## src/source/mmu_pkg.sv

```systemverilog
// translation table definitions
//  entry width and the part of it used for translation
//  configuration address and data types
//  byte lane write vector and the two lane patterns
//  64-bit translated address type

`default_nettype none

package mmu_pkg;

   localparam int entry_w = 48;              // stored bits per entry
   localparam int xlate_w = 44;              // entry bits used in the address
   localparam int lane_w  = entry_w / 8;     // one enable per byte
   localparam int cfg_aw  = 15;
   localparam int cfg_dw  = 32;
   localparam int lane_bit = 2;              // picks low or high half of an entry
   localparam int idx_lsb  = 3;              // entry index starts here in cfg_addr

   typedef logic [entry_w-1:0] entry_t;
   typedef logic [cfg_aw-1:0]  cfg_addr_t;
   typedef logic [cfg_dw-1:0]  cfg_data_t;
   typedef logic [lane_w-1:0]  lane_t;
   typedef logic [63:0]        addr64_t;

   localparam lane_t lane_lo = 6'b00_1111;   // entry bits 31:0
   localparam lane_t lane_hi = 6'b11_0000;   // entry bits 47:32

endpackage

`default_nettype wire

```

## src/source/emesh_pkg.sv

```systemverilog
// mesh packet definitions
//  packet width and the packet vector type
//  destination field position in the packet
//  page offset boundary kept through translation
//  plain 32-bit address type

`default_nettype none

package emesh_pkg;

   localparam int pw = 104;   // full packet width
   localparam int aw = 32;    // mesh address width

   // packet layout, lsb first
   //   ctrl    7:0
   //   dst     39:8
   //   data    71:40
   //   src     103:72
   localparam int dst_lsb = 8;
   localparam int dst_msb = dst_lsb + aw - 1;   // 39

   // low dst bits that survive translation untouched
   localparam int page_lsb = 20;

   typedef logic [pw-1:0] packet_t;   // whole packet as one vector
   typedef logic [aw-1:0] addr_t;     // one mesh address

endpackage

`default_nettype wire
```

## src/source/emmu.sv

```systemverilog
// address translation stage
//  lookup index and read enable toward the table
//  one packet pipeline register aligned with the table read
//  64-bit address substitution, output packet assembly

`timescale 1ns/1ps
`default_nettype none

module emmu #(
   parameter int table_aw = 12
) (
   input  wire                     clk,
   input  wire                     reset,
   input  wire                     mmu_en,       // translation on (static)
   input  wire                     mmu_bp,       // bypass, passes address as is
   input  wire                     access_in,
   input  wire emesh_pkg::packet_t packet_in,
   input  wire                     wait_in,      // downstream pushback
   input  wire mmu_pkg::entry_t    lookup_data,
   output logic                    rd_en,
   output logic [table_aw-1:0]     rd_index,
   output logic                    access_out,
   output emesh_pkg::packet_t      packet_out,
   output emesh_pkg::addr_t        addr_hi
);

   // table index sits right above the kept page offset
   localparam int idx_pos = emesh_pkg::dst_lsb + emesh_pkg::page_lsb;

   emesh_pkg::packet_t packet_reg;
   mmu_pkg::addr64_t   dst64;
   logic               xlate;

   // packet accepted only when not stalled
   assign rd_en = access_in & ~wait_in;

   // fewer index bits just alias the upper pages
   assign rd_index = packet_in[idx_pos +: table_aw] & {table_aw{rd_en}};

   // access pipeline, held under wait
   always_ff @(posedge clk or posedge reset) begin
      if (reset) begin
         access_out <= 1'b0;
      end else if (!wait_in) begin
         access_out <= access_in;
      end
   end

   // packet payload, same cycle as the table read
   always_ff @(posedge clk) begin
      if (rd_en) begin
         packet_reg <= packet_in;
      end
   end

   assign xlate = mmu_en & ~mmu_bp;

   // entry bits replace dst 31:20, widening to 64 bits
   always_comb begin
      if (xlate) begin
         dst64 = {lookup_data[mmu_pkg::xlate_w-1:0],
                  packet_reg[emesh_pkg::dst_lsb +: emesh_pkg::page_lsb]};
      end else begin
         dst64 = {32'b0, packet_reg[emesh_pkg::dst_msb:emesh_pkg::dst_lsb]};   // untouched
      end
   end

   // low half back into the dst field, rest of packet unchanged
   assign packet_out = {packet_reg[emesh_pkg::pw-1:emesh_pkg::dst_msb+1],
                        dst64[emesh_pkg::aw-1:0],
                        packet_reg[emesh_pkg::dst_lsb-1:0]};

   assign addr_hi = dst64[63:emesh_pkg::aw];   // zero in bypass

endmodule

`default_nettype wire

```

## config.mk

```make
export PLATFORM = sky130hd
export DESIGN_NAME = emmu
export DESIGN_NICKNAME = d
export VERILOG_FILES = /design/src/source/mmu_pkg.sv /design/src/source/emesh_pkg.sv /design/src/source/emmu.sv
export SDC_FILE = /design/constraint.sdc
export NUM_CORES = 1
export LEC_CHECK = 0
export BUFFER_PORTS_ARGS = -buffer_cell sky130_fd_sc_hd__buf_2
export CAP_MARGIN = 20
export CORE_MARGIN = 8
export CORE_UTILIZATION = 41
export DETAILED_ROUTE_END_ITERATION = 10
export PLACE_DENSITY = 0.8
export RECOVER_POWER = 25
export SETUP_SLACK_MARGIN = 0.15
export SYNTH_ARGS = -nofsm -noshare
export SYNTH_HDL_FRONTEND = slang
export SYNTH_SLANG_ARGS = --single-unit
```

## constraint.sdc

```tcl
create_clock -name clk -period 6.45 [get_ports clk]
set_clock_uncertainty 0.15 [all_clocks]
set_input_delay 1.935 -clock clk [delete_from_list [all_inputs] [get_ports clk]]
set_output_delay 1.935 -clock clk [all_outputs]
set_load 0.005 [all_outputs]
```

# --- After elaboration in Yosys (flattened, before gate mapping) ---
# Cells that the tools add are included.
totals:
  word_cells: 8
  out_inout_bits: 150
  ff_bits: 105
  inputBits: 158
classes:
  mux: 1
  bitwise_logic: 5
op_table:
  columns: ["op", "n"]
  rows:
  - ["64-bit two-way mux", 1]
  - ["12-bit AND", 1]
  - ["1-bit AND", 2]
  - ["1-bit NOT", 2]

# --- Longest topological paths before layout ---
# Gate-level depths: netlist (run 1).
depth:
  depth_word: 3
  depth_mapped: 4
  mapped_depth_nobuf: 2

# --- Least setup slack after synthesis (run 1) ---
# No wires, ideal clock.
synth_timing:
  path_kind: "input to output"
  startpoint: "input port access_in"
  endpoint: "output port rd_index[10]"
  t_arrival_ns: 3.759
  path_slack_ns: 0.606
  required_time_ns: 4.365
  n_path_buf: 1
  stages: 3
  path_cell_list: "nor2b_1 > buf_2 > and2_1"
synth_between:
  elab_chain_cells: 2
synth_lines:
  columns: ["item", "line_no", "source"]
  rows:
  - ["start: declaration", "emmu.sv:16", "input wire access_in,"]
  - ["1-bit AND", "emmu.sv:35", "assign rd_en = access_in & ~wait_in;"]
  - ["named net rd_en", "emmu.sv:20", "output logic rd_en,"]
  - ["12-bit AND", "emmu.sv:38", "assign rd_index = packet_in[idx_pos +: table_aw] & {table_aw{rd_en}};"]
  - ["end: declaration", "emmu.sv:21", "output logic [table_aw-1:0] rd_index,"]
# The timed path passes the listed nets, and every way through them passes these cells.

# --- Worst setup path in the final report (run 1) ---
layout_timing:
  startpoint: "input port mmu_bp"
  endpoint: "output port packet_out[29]"
layout_between:
  elab_chain_cells: 3
layout_lines:
  columns: ["item", "line_no", "source"]
  rows:
  - ["start: declaration", "emmu.sv:15", "input wire mmu_bp,"]
  - ["1-bit NOT", "emmu.sv:56", "assign xlate = mmu_en & ~mmu_bp;"]
  - ["1-bit AND", "emmu.sv:56", null]
  - ["64-bit two-way mux", "emmu.sv:60", "if (xlate) begin"]
  - ["end: declaration", "emmu.sv:23", "output emesh_pkg::packet_t packet_out,"]
# Every way passes these cells.

==> results.tsv, run 1 <==
metric	value	unit
status	finished clean	
grt_max_degree	46	
muxShareOfSynthArea	3.79	%
finalCriticalPeriod	5.33	ns
portBuffers	303	
place_ws	1.09	ns
hold_depth	1	
fp.dieW	119	µm
cts_setup_buffers	0	
hp-class	flop to flop	
synth_nets	421	
antenna_cells	0	
utilization	53.4	%
crit_type	input port to output port	
die_area	14200	µm²
required	4.37	ns
layout-drive-gt1-share	68.3	%
min_from	access_out	
cts_tree	yes	
drt_iter0_drc	105	
avgSynthCellArea	16.6	µm²
initial_core_util	42.2	%
slew_viol_final	0	
layout-area-overhead-vs-synth	26.5	%
core_area	10300	µm²
clk_pin_slew	0.09	ns
crit_arrival	3.25	ns
clk_path_buf_depth	2	
r2r_cells	1	
synth_compound_area_share	0.172	%
cts_hold_buf	0	
setup_ws	1.12	ns
worstMarginPinSlew	0.838	ns
cap_violations	0	
wl	11400	µm
place.gp.congestion	0.799	
start_kind	input port	
syn-cell-area	4360	µm²
stdcell_area	5520	µm²
hold_viol_final	0	
fmax	187	MHz
ant_nets	0	
synth_top_family_by_area	buffers and inverters	
power_density	245	nW/µm²
fin_tns_setup	0	ns
die_h	119	µm
htree_num_levels	3	
num_vias	2663	
dpl.hpwl	9490	µm
synth_xor_area_share	0	%
ir_drop	0.000150	V
nNetsFinal	639	
firstDrtPassIters	4	
yosys.area_share.simple	6.83	%
ys_seq_elements	105	
placedInstanceArea	5330	µm²
synthCells	263	
grt_overflow	0	
post-route-period-util	82.7	%
setup-violations-final	0	
r2r_setup_slack	5.66	ns
min_to	access_out	
rows	37	
ys_warn_count	0	
clk_latency	0.35	ns
cts_resized	0	
avgViaCountPerCell	4.28	
path_max_fanout	44	
rsz0062_at_grt	no	
largest_reg_flops	104	
io_pins	308	
ys_seq_area_share	72.2	%
r2r_start	access_out	
wl_per_cell	18.3	µm
clock_sinks	105	
ys_types	15	
synth_fa_ha_area_share	0	%
first_global_vias	2887	
root_buffer	clkbuf_8	
relSlewSlack	44.0	%
numCtsBuffers	9	
worst_setup_path_end_kind	output port	
r2r-end	access_out	
antenna_found_initial	0	
leakage	2.56	nW
grt_pass1_wl	16700	µm
drc	0	
track_usage	15.3	%
## worst max path at each step
stage	start	to	slack [ns]	depth (start not counted)
2_1_floorplan	access_in	rd_index[10]	0.61	3
3_3_place_gp	mmu_bp	packet_out[30]	1.15	4
3_5_place_dp	mmu_bp	packet_out[29]	1.09	4
4_1_cts	mmu_bp	packet_out[29]	1.09	4
5_1_grt	mmu_en	packet_out[30]	0.99	4
6_report	mmu_bp	packet_out[29]	1.12	4
## cells in the mapped netlist (all sizes together)
master	number	area (µm²)
a21o	1	7.51
and2	44	278
buf	95	727
clkbuf	3	11.3
dfrtp	1	25.0
edfxtp	104	3120
inv	1	3.75
mux2	12	165
nor2b	2	20.0
## worst max-delay path, cell delays in order
cell and delay [ns]:
buf_2 0.11, nor2b_4 0.65, mux2_2 0.41, buf_2 0.13
## stage by stage
| step | instances | total power [W] | hold WS, ns |
|---|---|---|---|
| after floorplan | 263 | 0.000920 | 0.324 |
| after CTS | 622 | 0.00137 | 0.349 |
| after detailed placement | 606 | 0.000984 | 0.328 |
| final | 622 | 0.00135 | 0.346 |
| after global placement | 606 | 0.000977 | 0.313 |
| after global routing | 622 | 0.00141 | 0.368 |
## cell families after synthesis
group | after synthesis
DFF | 105
buffers and inverters | 99
and+or+nand+nor | 46
muxes | 12
AOI/OAI and AO/OA | 1
## final cells by class
class / count / area, µm²
Clock buffer: 10 / 128
Clock inverter: 6 / 58.8
Fill cell: 871 / 4810
Inverter: 1 / 3.75
Multi-Input combinational cell: 59 / 478
Sequential cell: 105 / 3150
Tap cell: 136 / 170
Timing Repair Buffer: 305 / 1530
## cells in the final DEF, fill, tap and decap left out
cell type,n
a21o_1,1
and2_1,42
and2_2,2
buf_2,301
buf_4,2
bufinv_16,1
clkbuf_1,3
clkbuf_8,9
clkinv_1,2
clkinv_2,1
clkinv_4,1
clkinvlp_4,1
dfrtp_1,1
edfxtp_1,104
inv_1,1
mux2_2,4
mux2_4,8
nor2b_4,2
## power by group
part | switching [W] | internal, W | total, W
clock | 0.000210 | 0.000177 | 0.000387
combinational | 0.0000688 | 0.0000832 | 0.000152
sequential | 0.0000106 | 0.000800 | 0.000811
total | 0.000289 | 0.00106 | 0.00135
## layer usage
metal	track usage, %	share of wire, %
met5	0	0
met4	4.35	1.1
met3	8.27	12
met2	29.0	56
met1	13.5	31
Note: power is estimated with default switching activity, not from simulation.
==> inputs of run 2 (changes only) <==
--- a/config.mk
+++ b/config.mk
@@ -8,9 +8,9 @@
 export BUFFER_PORTS_ARGS = -buffer_cell sky130_fd_sc_hd__buf_2
 export CAP_MARGIN = 20
 export CORE_MARGIN = 8
-export CORE_UTILIZATION = 41
+export CORE_UTILIZATION = 37
 export DETAILED_ROUTE_END_ITERATION = 10
-export PLACE_DENSITY = 0.8
+export PLACE_DENSITY = 0.76
 export RECOVER_POWER = 25
 export SETUP_SLACK_MARGIN = 0.15
 export SYNTH_ARGS = -nofsm -noshare
==> constraint.sdc (replaced) <==
create_clock -name clk -period 4.9 [get_ports clk]
set_clock_uncertainty 0.15 [all_clocks]
set_input_delay 1.47 -clock clk [delete_from_list [all_inputs] [get_ports clk]]
set_output_delay 1.47 -clock clk [all_outputs]
set_load 0.005 [all_outputs]
==> run 2 against run 1 <==
Against the previous run: count of clock-buffer cells in the layout unchanged; cell count rose by 1.8%; total power is 43% higher; combinational power increased by 34%; core utilization down 4.3 points; global-route usage is 1.0 points lower; via count increased by 0.98%; clock power rose by 70%; design area rose by 2.2%; highest routed layer unchanged.
==> results.tsv, run 2 (synthesis results as in run 1) <==
metric	value	unit
worst_setup_path_end_kind	output port	
portBuffers	303	
crit_arrival	2.56	ns
cpMostUsedCell	buf_2	
crit_buf_inv	3	
ir_drop	0.000194	V
min_from	access_out	
final_cells	633	
dp_cells	617	
grt_max_degree	45	
crit_type	input port to output port	
die_area	15500	µm²
initial_core_util	38.0	%
ant_nets	0	
avgViaCountPerCell	4.25	
drt_iter0_drc	60	
relSlewSlack	64.7	%
grt_overflow	0	
cap_violations	0	
fmax	239	MHz
fin_tns_setup	0	ns
leakage	2.62	nW
antenna_found_initial	0	
wl_per_cell	18.3	µm
power_density	342	nW/µm²
hp-class	flop to flop	
rows	39	
layout-area-overhead-vs-synth	29.3	%
place.gp.congestion	0.776	
layout_common_cells	buf_2 (301), edfxtp_1 (104), and2_1 (42)	
clock_sinks	105	
core_area	11500	µm²
start_kind	input port	
firstDrtPassIters	4	
drc	0	
path_max_fanout	44	
status	finished clean	
slowest_stage	mux2_2	
io_pins	308	
worstPathCellList	buf_2 -> nor2b_4 -> buf_4 -> mux2_2 -> buf_2	
clk_path_buf_depth	2	
wl	11600	µm
htree_num_levels	3	
setup-violations-final	0	
num_vias	2689	
largest_reg_flops	104	
finalCriticalPeriod	4.18	ns
crit_start	mmu_bp	
layout_commonest_cell	buf_2	
cts_hold_buf	0	
dpl.hpwl	9650	µm
required	3.28	ns
hold_viol_final	0	
clk_pin_slew	0.08	ns
first_global_vias	2967	
track_usage	14.3	%
cts_tree	yes	
cts_setup_buffers	0	
post-route-period-util	85.3	%
clk_latency	0.34	ns
worstMarginPinSlew	0.529	ns
timing.hold.ws	0.392	ns
slowest_delay	0.39	ns
fp.dieW	125	µm
nNetsFinal	643	
cts_resized	0	
r2r_start	access_out	
grt_pass1_wl	17100	µm
die_h	125	µm
layout-drive-gt1-share	68.8	%
cpLargestDelayFamily	buffers and inverters	
slew_viol_final	0	
numCtsBuffers	9	
antenna_cells	0	
root_buffer	clkbuf_16	
rsz0062_at_grt	no	
-- run 2: cell count changes in the layout (fill, tap and decap cells not counted) --
cell        delta
clkbuf_16      +9
inv_6          +2
clkinv_1       -1
bufinv_16      -1
clkbuf_8       -9
clkinv_4       -1
buf_4          +4
clkinvlp_4     +1
-- run 2: final cells by class --
| class | instances | area [µm²] |
|---|---|---|
| Clock buffer | 10 | 229 |
| Clock inverter | 6 | 41.3 |
| Fill cell | 989 | 5830 |
| Timing Repair Buffer | 309 | 1560 |
| Inverter | 1 | 3.75 |
| Tap cell | 143 | 179 |
| Sequential cell | 105 | 3150 |
| Multi-Input combinational cell | 59 | 478 |
-- run 2: report_power, final --
| group | leakage [nW] | total, W | switching, W | internal (W) |
|---|---|---|---|---|
| combinational | 1.50 | 0.000204 | 0.0000919 | 0.000112 |
| clock | 0.127 | 0.000657 | 0.000311 | 0.000346 |
| sequential | 0.988 | 0.00107 | 0.0000141 | 0.00105 |
| total | 2.62 | 0.00193 | 0.000417 | 0.00151 |
-- run 2: worst paths after layout --
check,to,slack (ns),cells after the start
worst min-delay path,access_out,0.39,1
min in group asynchronous,access_out,0.80,2
worst min register to register,access_out,0.39,1
worst max register to register,access_out,4.07,1
worst max-delay path,packet_out[29],0.72,5
max in group asynchronous,access_out,3.71,2
-- run 2: stage by stage --
step	total power (W)	utilization (%)	worst slack, ns	cell area, µm²
finish	0.00193	49.2	0.721	5640
global route	0.00200	49.2	0.633	5640
CTS	0.00195	49.2	0.699	5640
detailed placement	0.00130	46.8	0.701	5370
global placement	0.00129	46.8	0.748	5370
floorplan	0.00121	-	0.545	4360
-- run 2: routing by layer --
layer	up-vias	global-route usage (%)	share of wire (%)
li1	1255	-	-
met1	1243	13.2	33
met2	181	26.2	54
met3	10	7.74	12
met4	0	4.39	1.5
met5	-	0	0
